**src/verilog/mips_ctrl_pkg.sv**
```systemverilog
// Control encodings shared by the instruction decoder and the ALU.
// The decoder picks an ALU class per opcode and turns it into an ALU operation.

package mips_ctrl_pkg;

    // ========================================================================
    // ALU operation
    // ========================================================================
    // same code points as the classic MIPS ALU control
    typedef enum logic [3:0] {
        alu_and = 4'b0000,
        alu_or  = 4'b0001,
        alu_add = 4'b0010,
        alu_sub = 4'b0110,
        alu_slt = 4'b0111
    } alu_op_t;

    // ========================================================================
    // ALU class from the main decode
    // ========================================================================
    // cls_add    address calc for lw/sw, and addi
    // cls_sub    compare for beq
    // cls_funct  R-type, resolved from funct
    typedef enum logic [1:0] {
        cls_add   = 2'b00,
        cls_sub   = 2'b01,
        cls_funct = 2'b10
    } alu_class_t;

endpackage

```
**src/verilog/mips_isa_pkg.sv**
```systemverilog
// MIPS instruction set constants for the single-cycle core.
// Holds the opcode and funct encodings and the bit positions of the instruction fields.
// Import it wherever an instruction word is taken apart or decoded.

package mips_isa_pkg;

    // ========================================================================
    // widths and field positions
    // ========================================================================
    localparam int xlen      = 32;
    localparam int opcode_w  = 6;
    localparam int funct_w   = 6;
    localparam int reg_idx_w = 5;
    localparam int imm_w     = 16;
    localparam int target_w  = 26;

    // lsb of each field in the instruction word
    localparam int op_lsb    = 26;
    localparam int rs_lsb    = 21;
    localparam int rt_lsb    = 16;
    localparam int rd_lsb    = 11;
    localparam int funct_lsb = 0;

    // jal link register
    localparam logic [reg_idx_w-1:0] ra_index = 5'd31;

    // ========================================================================
    // opcodes
    // ========================================================================
    localparam logic [opcode_w-1:0] op_rtype = 6'b000000;
    localparam logic [opcode_w-1:0] op_addi  = 6'b001000;
    localparam logic [opcode_w-1:0] op_lw    = 6'b100011;
    localparam logic [opcode_w-1:0] op_sw    = 6'b101011;
    localparam logic [opcode_w-1:0] op_beq   = 6'b000100;
    localparam logic [opcode_w-1:0] op_j     = 6'b000010;
    localparam logic [opcode_w-1:0] op_jal   = 6'b000011;

    // R-type funct codes
    localparam logic [funct_w-1:0] fn_add = 6'b100000;
    localparam logic [funct_w-1:0] fn_sub = 6'b100010;
    localparam logic [funct_w-1:0] fn_and = 6'b100100;
    localparam logic [funct_w-1:0] fn_or  = 6'b100101;
    localparam logic [funct_w-1:0] fn_slt = 6'b101010;
    localparam logic [funct_w-1:0] fn_jr  = 6'b001000;

endpackage
```
**src/verilog/mips_core.sv**
```systemverilog
// Single-cycle MIPS core: pc, decode, register file, ALU and writeback.
// Fetches one instruction per cycle from the ir port and drives the
// active-low strobes of an external data SRAM.

`timescale 1ns/100ps

module mips_core #(
    parameter int dmem_addr_w = 7
) (
    input  logic                          clk,
    input  logic                          rst_n,
    input  logic [mips_isa_pkg::xlen-1:0] ir,
    input  logic [mips_isa_pkg::xlen-1:0] mem_rdata,
    output logic [mips_isa_pkg::xlen-1:0] ir_addr,
    output logic                          rf_write,
    output logic [mips_isa_pkg::xlen-1:0] rf_writedata,
    output logic                          cen,
    output logic                          wen,
    output logic                          oen,
    output logic [dmem_addr_w-1:0]        mem_addr,
    output logic [mips_isa_pkg::xlen-1:0] mem_wdata
);

    import mips_isa_pkg::*;
    import mips_ctrl_pkg::*;

    // ========================================================================
    // declarations
    // ========================================================================
    logic [xlen-1:0]      pc;
    logic [xlen-1:0]      pc_next;
    logic [xlen-1:0]      pc_plus4;
    logic [xlen-1:0]      branch_target;
    logic [xlen-1:0]      jump_target;

    logic [opcode_w-1:0]  opcode;
    logic [funct_w-1:0]   funct;
    logic [reg_idx_w-1:0] rs;
    logic [reg_idx_w-1:0] rt;
    logic [reg_idx_w-1:0] rd;
    logic [imm_w-1:0]     imm;
    logic [target_w-1:0]  target;
    logic [xlen-1:0]      imm_ext;

    logic                 reg_dst;
    logic                 alu_src;
    logic                 mem_to_reg;
    logic                 reg_write;
    logic                 mem_read;
    logic                 mem_write;
    logic                 branch;
    logic                 jump;
    logic                 link;
    logic                 jump_reg;
    alu_op_t              alu_op;

    logic [xlen-1:0]      rs_data;
    logic [xlen-1:0]      rt_data;
    logic [xlen-1:0]      alu_b;
    logic [xlen-1:0]      alu_result;
    logic                 alu_zero;
    logic [reg_idx_w-1:0] wr_reg;
    logic [xlen-1:0]      load_or_alu;
    logic [xlen-1:0]      wr_data;

    // instruction fields
    assign opcode  = ir[op_lsb +: opcode_w];
    assign funct   = ir[funct_lsb +: funct_w];
    assign rs      = ir[rs_lsb +: reg_idx_w];
    assign rt      = ir[rt_lsb +: reg_idx_w];
    assign rd      = ir[rd_lsb +: reg_idx_w];
    assign imm     = ir[imm_w-1:0];
    assign target  = ir[target_w-1:0];
    assign imm_ext = {{(xlen-imm_w){imm[imm_w-1]}}, imm};

    mips_decoder u_decoder (
        .opcode     (opcode),
        .funct      (funct),
        .reg_dst    (reg_dst),
        .alu_src    (alu_src),
        .mem_to_reg (mem_to_reg),
        .reg_write  (reg_write),
        .mem_read   (mem_read),
        .mem_write  (mem_write),
        .branch     (branch),
        .jump       (jump),
        .link       (link),
        .jump_reg   (jump_reg),
        .alu_op     (alu_op)
    );

    mips_regfile u_regfile (
        .clk      (clk),
        .rst_n    (rst_n),
        .rd_addr1 (rs),
        .rd_addr2 (rt),
        .wr_addr  (wr_reg),
        .write    (reg_write),
        .wr_data  (wr_data),
        .rd_data1 (rs_data),
        .rd_data2 (rt_data)
    );

    assign alu_b = alu_src ? imm_ext : rt_data;

    mips_alu u_alu (
        .a      (rs_data),
        .b      (alu_b),
        .op     (alu_op),
        .result (alu_result),
        .zero   (alu_zero)
    );

    // ========================================================================
    // writeback
    // ========================================================================
    assign wr_reg       = link ? ra_index : (reg_dst ? rd : rt);
    assign load_or_alu  = mem_to_reg ? mem_rdata : alu_result;
    assign wr_data      = link ? pc_plus4 : load_or_alu;
    assign rf_write     = reg_write;
    assign rf_writedata = wr_data;

    // active-low data SRAM strobes
    assign cen       = !(mem_read || mem_write);
    assign wen       = !mem_write;
    assign oen       = !mem_read;
    assign mem_addr  = alu_result[dmem_addr_w+1:2];
    assign mem_wdata = rt_data;

    // ========================================================================
    // program counter
    // ========================================================================
    assign pc_plus4      = pc + 32'd4;
    assign branch_target = pc_plus4 + {imm_ext[xlen-3:0], 2'b00};
    // region of pc+4 with the word target below it
    assign jump_target   = {pc_plus4[xlen-1:target_w+2], target, 2'b00};

    always_comb begin
        if (jump_reg) begin
            pc_next = rs_data;
        end else if (jump) begin
            pc_next = jump_target;
        end else if (branch && alu_zero) begin
            pc_next = branch_target;
        end else begin
            pc_next = pc_plus4;
        end
    end

    always_ff @(posedge clk) begin
        if (!rst_n) begin
            pc <= '0;
        end else begin
            pc <= pc_next;
        end
    end

    assign ir_addr = pc;

    // jr through a register with low bits set would misalign fetch
    a_pc_aligned: assert property (
        @(posedge clk) disable iff (!rst_n)
        ##1 pc[1:0] == 2'b00
    ) else $error("pc not word aligned: %h", pc);

    // only lw and sw may select the data SRAM
    a_cen_only_on_access: assert property (
        @(posedge clk) disable iff (!rst_n)
        !cen |-> (opcode == op_lw || opcode == op_sw)
    ) else $error("data SRAM enabled without a memory instruction");

endmodule

```
**src/verilog/mips_regfile.sv**
```systemverilog
// General register file for the single-cycle MIPS core.
// Two combinational read ports and one write port taken at the rising edge.
// Register 0 reads as zero and ignores writes.

`timescale 1ns/100ps

module mips_regfile (
    input  logic                               clk,
    input  logic                               rst_n,
    input  logic [mips_isa_pkg::reg_idx_w-1:0] rd_addr1,
    input  logic [mips_isa_pkg::reg_idx_w-1:0] rd_addr2,
    input  logic [mips_isa_pkg::reg_idx_w-1:0] wr_addr,
    input  logic                               write,
    input  logic [mips_isa_pkg::xlen-1:0]      wr_data,
    output logic [mips_isa_pkg::xlen-1:0]      rd_data1,
    output logic [mips_isa_pkg::xlen-1:0]      rd_data2
);

    import mips_isa_pkg::*;

    // no storage behind register 0
    logic [xlen-1:0] regs [1:31];

    assign rd_data1 = (rd_addr1 == '0) ? '0 : regs[rd_addr1];
    assign rd_data2 = (rd_addr2 == '0) ? '0 : regs[rd_addr2];

    always_ff @(posedge clk) begin
        if (!rst_n) begin
            for (int i = 1; i < 32; i++) begin
                regs[i] <= '0;
            end
        end else if (write && (wr_addr != '0)) begin
            regs[wr_addr] <= wr_data;
        end
    end

    // a write strobe with an X address would corrupt an unknown register
    a_wr_addr_known: assert property (
        @(posedge clk) disable iff (!rst_n)
        write |-> !$isunknown(wr_addr)
    ) else $error("regfile write with unknown address");

endmodule

```
**src/verilog/mips_alu.sv**
```systemverilog
// 32-bit ALU for the single-cycle MIPS core.
// Add, subtract, and, or and unsigned set-less-than, plus a zero flag for beq.

`timescale 1ns/100ps

module mips_alu (
    input  logic [mips_isa_pkg::xlen-1:0] a,
    input  logic [mips_isa_pkg::xlen-1:0] b,
    input  mips_ctrl_pkg::alu_op_t        op,
    output logic [mips_isa_pkg::xlen-1:0] result,
    output logic                          zero
);

    import mips_isa_pkg::*;
    import mips_ctrl_pkg::*;

    always_comb begin
        case (op)
            alu_add: result = a + b;
            alu_sub: result = a - b;
            alu_and: result = a & b;
            alu_or:  result = a | b;
            // unsigned compare
            alu_slt: result = {{(xlen-1){1'b0}}, (a < b)};
            default: result = '0;
        endcase
    end

    // beq relies on this after a subtract
    assign zero = (result == '0);

endmodule

```
**src/verilog/mips_decoder.sv**
```systemverilog
// Main control and ALU control for the single-cycle MIPS core.
// Purely combinational. Turns opcode and funct into datapath control levels.

`timescale 1ns/100ps

module mips_decoder (
    input  logic [mips_isa_pkg::opcode_w-1:0] opcode,
    input  logic [mips_isa_pkg::funct_w-1:0]  funct,
    output logic                              reg_dst,
    output logic                              alu_src,
    output logic                              mem_to_reg,
    output logic                              reg_write,
    output logic                              mem_read,
    output logic                              mem_write,
    output logic                              branch,
    output logic                              jump,
    output logic                              link,
    output logic                              jump_reg,
    output mips_ctrl_pkg::alu_op_t            alu_op
);

    import mips_isa_pkg::*;
    import mips_ctrl_pkg::*;

    alu_class_t alu_class;

    // ========================================================================
    // main control
    // ========================================================================
    always_comb begin
        reg_dst    = 1'b0;
        alu_src    = 1'b0;
        mem_to_reg = 1'b0;
        reg_write  = 1'b0;
        mem_read   = 1'b0;
        mem_write  = 1'b0;
        branch     = 1'b0;
        jump       = 1'b0;
        link       = 1'b0;
        jump_reg   = 1'b0;
        alu_class  = cls_add;

        case (opcode)
            op_rtype: begin
                reg_dst   = 1'b1;
                alu_class = cls_funct;
                // jr is the only R-type that writes no register
                if (funct == fn_jr) begin
                    jump_reg = 1'b1;
                end else begin
                    reg_write = 1'b1;
                end
            end
            op_addi: begin
                alu_src   = 1'b1;
                reg_write = 1'b1;
            end
            op_lw: begin
                alu_src    = 1'b1;
                mem_to_reg = 1'b1;
                mem_read   = 1'b1;
                reg_write  = 1'b1;
            end
            op_sw: begin
                alu_src   = 1'b1;
                mem_write = 1'b1;
            end
            op_beq: begin
                branch    = 1'b1;
                alu_class = cls_sub;
            end
            op_j: begin
                jump = 1'b1;
            end
            op_jal: begin
                jump      = 1'b1;
                link      = 1'b1;
                reg_write = 1'b1;
            end
            // unknown opcode behaves as a nop
            default: ;
        endcase
    end

    // ========================================================================
    // ALU control
    // ========================================================================
    always_comb begin
        case (alu_class)
            cls_sub: alu_op = alu_sub;
            cls_funct: begin
                case (funct)
                    fn_sub:  alu_op = alu_sub;
                    fn_and:  alu_op = alu_and;
                    fn_or:   alu_op = alu_or;
                    fn_slt:  alu_op = alu_slt;
                    default: alu_op = alu_add;
                endcase
            end
            default: alu_op = alu_add;
        endcase
    end

endmodule

```
**config.mk**
```make
export PLATFORM = sky130hd
export DESIGN_NAME = mips_core
export DESIGN_NICKNAME = d
export VERILOG_FILES = /design/src/verilog/mips_ctrl_pkg.sv /design/src/verilog/mips_isa_pkg.sv /design/src/verilog/mips_core.sv /design/src/verilog/mips_regfile.sv /design/src/verilog/mips_alu.sv /design/src/verilog/mips_decoder.sv
export SDC_FILE = /design/constraint.sdc
export NUM_CORES = 2
export LEC_CHECK = 0
export BUFFER_PORTS_ARGS = -buffer_cell sky130_fd_sc_hd__buf_2
export CAP_MARGIN = 30
export CORE_ASPECT_RATIO = 1.75
export CORE_MARGIN = 8
export CORE_UTILIZATION = 53
export CTS_CLUSTER_SIZE = 10
export DETAILED_ROUTE_END_ITERATION = 12
export PLACE_DENSITY = 0.72
export SETUP_SLACK_MARGIN = 0.4
export SKIP_CTS_REPAIR_TIMING = 1
export SLEW_MARGIN = 0
export SYNTH_ARGS = -nofsm -noshare
export SYNTH_HDL_FRONTEND = slang
export SYNTH_SLANG_ARGS = --single-unit
```
**constraint.sdc**
```tcl
create_clock -name clk -period 9.45 [get_ports clk]
set_input_delay 1.4175 -clock clk [delete_from_list [all_inputs] [get_ports clk]]
set_output_delay 1.4175 -clock clk [all_outputs]
set_load 0.03 [all_outputs]
```
==> results.md <==
Status:
- The flow ran to the end, and the final reports show no timing, DRC or antenna violations.

Power and ir drop:
- The internal power is just under 0.009 W.
- The peak ir drop on the vdd network is roughly 150 uV.
- The switching power as a share of total power is a little over a third.
- The static leakage is 26.6 nW.
- The share of total power in sequential cells is roughly two fifths.
- The part of the total power dissipated in combinational logic is between 20% and 30%.
- The switching power summed over all nets is approximately 0.0047 W.
- The power density over cell area is 194 nW/um2.
- Per report_power, the clock group accounts for between 30% and 40% of the total.

Critical path:
- The setup path with the least slack is of type in -> out.
- The minimum setup slack among reg-to-reg paths is about 2.2 ns.
- The worst setup path is captured at an output pin.
- The highest cell delay on the worst timing path is 0.55 ns.
- In this run the worst path has a maximum fanout of 22.
- The nature of the critical path startpoint is an input port.
- The family with the most delay on the worst path is compound AO/OA/AOI/OAI gates.
- Together, buffers and inverters on the worst path number 7.
- For the worst setup path, the data required time is roughly 8 ns.
- The data arrival at the endpoint of the critical path is ~7.6 ns.
- The reg-to-reg critical path endpoint is ir_addr[18].
- The start of the worst register-to-register path is u_regfile.regs[0][2].
- The count of cells along the worst register-to-register path is 25.
- On the critical path, the stage with the largest delay is an instance of sky130_fd_sc_hd__or3_1.
- The cell occurring most often along the worst timing path is sky130_fd_sc_hd__buf_4.

Die:
- The number of placement rows is 165.
- The die outline area is roughly 130000 um2.
- For this configuration, the core starts out at a cell density of between 50 and 60%.
- The floorplan step defined a core boundary enclosing between 100000 and 150000 um2.
- The chip width is between 200 and 300 um.
- The vertical die dimension is about 470 um.
- The number of top-level pins is between 150 and 200.

Timing:
- The transition at the pin with the smallest max-transition slack is 1.12 ns.
- Adding up every negative setup slack in the final design gives 0 ns.
- The number of pins with negative max-slew slack in the final report came to 0.
- The worst path in the final design needs a cycle of 9.01 ns, including I/O delays and setup.
- Setup repair after global routing left no endpoint under its margin.
- Across the routed clock network, the largest skew measured is 0.0503 ns.
- Derived from the worst setup path, the maximum achievable clock frequency is 0.111 GHz.
- The final setup violation count is 0.
- The final hold violation count came to 0.
- The worst slew slack as a fraction of its limit is roughly 26%.
- The period utilization is between 90 and 100%.

Global routing:
- The initial antenna violation count is 13.
- The global-route total usage across every layer is about two fifths.
- The fraction of met2 tracks used by global routing is between 60 and 70%.
- The largest net degree at the start of global routing is 59.
- The number of global-route vias before repair is ~49000.
- The first-pass GRT wire length is around 350 mm.
- The highest-utilization routing layer at the global route stage is met2.
- The aggregate global routing overflow is 0.
- In the global route stage, met3 resource usage came out at 13.1%.
- Global routing consumed, on the met1 layer, 41.0% of the routing resources.

Layout:
- The final core area utilization is 60.1%.
- The share of final-layout standard cells stronger than drive strength 1 is approximately a quarter.
- The area growth from synthesis to final layout is 12.5%.
- At the end of the flow, the number of nets in the layout was around 5300.

CTS:
- Buffers inserted during clock tree synthesis total between 100 and 150.
- The clock latency on the worst-skew pair is 0.79 ns.
- The number of levels the H-tree was split into is 3.
- The TritonCTS clock tree is built.
- The post-CTS clock slew at the launch and capture registers of the worst setup and hold paths is 0.06 ns.
- The number of buffers on the longest clock path is 3.
- CTS saw ~1100 sinks.
- Clock tree synthesis selected as its root buffer the cell sky130_fd_sc_hd__clkbuf_16.

Synthesis:
- The post-synthesis cell type with the largest combined area is sky130_fd_sc_hd__edfxtp_1.
- The cell count after synthesis came out at around 5000.
- The distinct cell type count of the synthesized netlist is 106.
- Counting flops with a built-in enable in the synthesized netlist gives 1024.
- The synthesized netlist occupies a cell area of just over 60000 um2.
- Sorting the synthesized cells by area gives the leading types as sky130_fd_sc_hd__edfxtp_1, sky130_fd_sc_hd__mux4_2, sky130_fd_sc_hd__nor2_1.
- After synthesis, flip-flops and latches occupy just over 50% of the total area.
- The number of storage elements in the synthesis netlist is approximately 1100.
- After synthesis, the share of flip-flops with an asynchronous set or reset is 0%.
- In this run the mean area of a mapped cell was around 13 um2.
- The most used flip-flop cell after synthesis is sky130_fd_sc_hd__edfxtp_1.
- The yosys synthesis warning count is 0.
- The fraction of synthesized cell area taken by the top area cell type is 49.9%.

Min path:
- The destination of the worst hold path is ir_addr[0].
- The worst hold path belongs to the class reg -> reg.
- In this run the most critical hold path is launched from ir_addr[0].
- The hold-critical path depth is 2.

Detailed routing:
- After detailed routing, the total wire length is around 250 mm.
- In the routed design, unresolved DRC markers number 0.
- The total via count after detailed routing is a little under 50000.
- After the first detailed-routing iteration, the DRC count stood at about 8000.
- Dividing the detail-routed wire length by the instance count gives ~38 um.
- After detailed routing, the number of vias per cell comes to 7.38.
- The number of iterations in the first detailed-routing pass is 8.
- The residual antenna-violating net count after detailed routing is 0.

Placed design:
- The number of port buffers is around 170.
- The placed wire-length estimate is 157 mm.
- Routability-driven placement finished with a final weighted congestion of about 1.1.

Job:
- The tool flagged a number of max-cap violations equal to 0.
## layer usage
| layer | up-vias | share of wire (%) |
|---|---|---|
| li1 | 18800 | - |
| met1 | 23700 | 28 |
| met2 | 4824 | 46 |
| met3 | 1610 | 15 |
| met4 | 8 | 11 |
| met5 | - | 0.044 |
## cell type report
class                      count  area [um2]
fill                        8738       46000
multi-input combinational   3308       28800
tap                         1503        1880
sequential                  1056       31400
inverter                     141         534
clock buffer                 153        3050
clock inverter                10         179
antenna                        9        22.5
timing repair buffer         459        3500
## worst min-delay path: stages, from the launching register on
cell and delay (ns):
sky130_fd_sc_hd__dfxtp_1 0.34, sky130_fd_sc_hd__nand3_1 0.07, sky130_fd_sc_hd__a21boi_0 0.07
## registers in the layout, summed over array words and instances (netlist names)
| register | count |
|---|---|
| u_regfile.regs | 1024 |
| ir_addr | 32 |
## synthesized netlist by cell type, types with 7 or more instances
cell type	count
sky130_fd_sc_hd__edfxtp_1	1024
sky130_fd_sc_hd__a221oi_1	9
sky130_fd_sc_hd__a211oi_1	31
sky130_fd_sc_hd__o22ai_1	19
sky130_fd_sc_hd__nor3_1	51
sky130_fd_sc_hd__ha_1	122
sky130_fd_sc_hd__o21a_1	8
sky130_fd_sc_hd__buf_1	55
sky130_fd_sc_hd__mux2i_1	148
sky130_fd_sc_hd__or2_2	9
sky130_fd_sc_hd__a21o_1	37
sky130_fd_sc_hd__o221ai_1	26
sky130_fd_sc_hd__buf_2	24
sky130_fd_sc_hd__nand4_1	11
sky130_fd_sc_hd__a211o_1	7
sky130_fd_sc_hd__nor4_1	17
sky130_fd_sc_hd__and2_1	18
sky130_fd_sc_hd__buf_6	10
sky130_fd_sc_hd__a22oi_1	50
sky130_fd_sc_hd__mux4_2	568
sky130_fd_sc_hd__clkbuf_1	342
sky130_fd_sc_hd__o21ai_1	26
sky130_fd_sc_hd__nor2_1	1157
sky130_fd_sc_hd__nand3b_1	8
sky130_fd_sc_hd__o21ai_0	105
sky130_fd_sc_hd__nand3_1	42
sky130_fd_sc_hd__inv_1	135
sky130_fd_sc_hd__or3_1	18
sky130_fd_sc_hd__dfxtp_1	32
sky130_fd_sc_hd__a21oi_1	187
sky130_fd_sc_hd__o211ai_1	13
sky130_fd_sc_hd__xnor2_1	51
sky130_fd_sc_hd__and3_1	28
sky130_fd_sc_hd__buf_4	11
sky130_fd_sc_hd__o21bai_1	15
sky130_fd_sc_hd__a31oi_1	16
sky130_fd_sc_hd__nand2b_1	17
sky130_fd_sc_hd__nor2b_1	18
sky130_fd_sc_hd__xor2_1	17
sky130_fd_sc_hd__nand2_1	289
## power by group through the flow
stage,Clock [W],Combinational [W],Sequential [W]
2_1_floorplan,0,0.00222,0.00550
3_5_place_dp,0,0.00366,0.00554
4_1_cts,0.00411,0.00367,0.00545
5_1_grt,0.00427,0.00402,0.00547
6_report,0.00414,0.00387,0.00546
3_3_place_gp,0,0.00362,0.00553
## per-stage QoR
stage	area, um2	setup WS, ns	total power [W]	instances	hold slack, ns
after CTS	68900	-0.207	0.0132	6619	0.524
after global routing	69400	0.386	0.0138	6631	0.565
after global placement	65600	-0.231	0.00915	6449	0.504
after floorplan	61800	0.405	0.00772	4947	0.614
after detailed placement	65700	-0.177	0.00920	6456	0.514
final	69400	0.443	0.0135	6639	0.532
## kinds of logic (layout without fill, tap and decap cells)
family	after synthesis	in the layout	share of synthesized area, %
other	1	41	0.00608
multiplexers	718	718	23.2
buffers and inverters	583	763	3.79
adder cells (fa/ha/maj)	125	125	2.57
XOR/XNOR	69	69	1.01
AO/OA/AOI/OAI	637	637	6.85
AND/OR/NAND/NOR	1727	1727	11.7
flip-flops	1056	1056	50.9
## worst max path at each step
stage	start	endpoint	slack, ns	depth (start not counted)
after global routing	ir[21]	rf_writedata[29]	0.39	23
after CTS	ir[16]	rf_writedata[0]	-0.21	26
after detailed placement	ir[16]	rf_writedata[0]	-0.18	26
final	ir[24]	rf_writedata[29]	0.44	26
after floorplan	ir[21]	rf_writedata[29]	0.40	31
after global placement	ir[16]	rf_writedata[0]	-0.23	26
## cells in the final DEF (no fill, tap or decap), types with 37 or more instances in the layout
cell                        synthesis  routed
sky130_fd_sc_hd__a22oi_1           50      49
sky130_fd_sc_hd__a21o_1            37      37
sky130_fd_sc_hd__a21oi_1          187     173
sky130_fd_sc_hd__nand2_4            0      41
sky130_fd_sc_hd__nand3_1           42      42
sky130_fd_sc_hd__buf_4             11     255
sky130_fd_sc_hd__mux2i_1          148     141
sky130_fd_sc_hd__edfxtp_1        1024    1024
sky130_fd_sc_hd__nor3_1            51      49
sky130_fd_sc_hd__buf_2             24     165
sky130_fd_sc_hd__nor2_1          1157    1157
sky130_fd_sc_hd__o21ai_0          105      99
sky130_fd_sc_hd__xnor2_1           51      51
sky130_fd_sc_hd__ha_1             122     119
sky130_fd_sc_hd__inv_1            135     131
sky130_fd_sc_hd__clkbuf_16          0     118
sky130_fd_sc_hd__mux4_2           568     568
sky130_fd_sc_hd__nand2_1          289     226
Note: power is estimated with default switching activity, not from simulation.
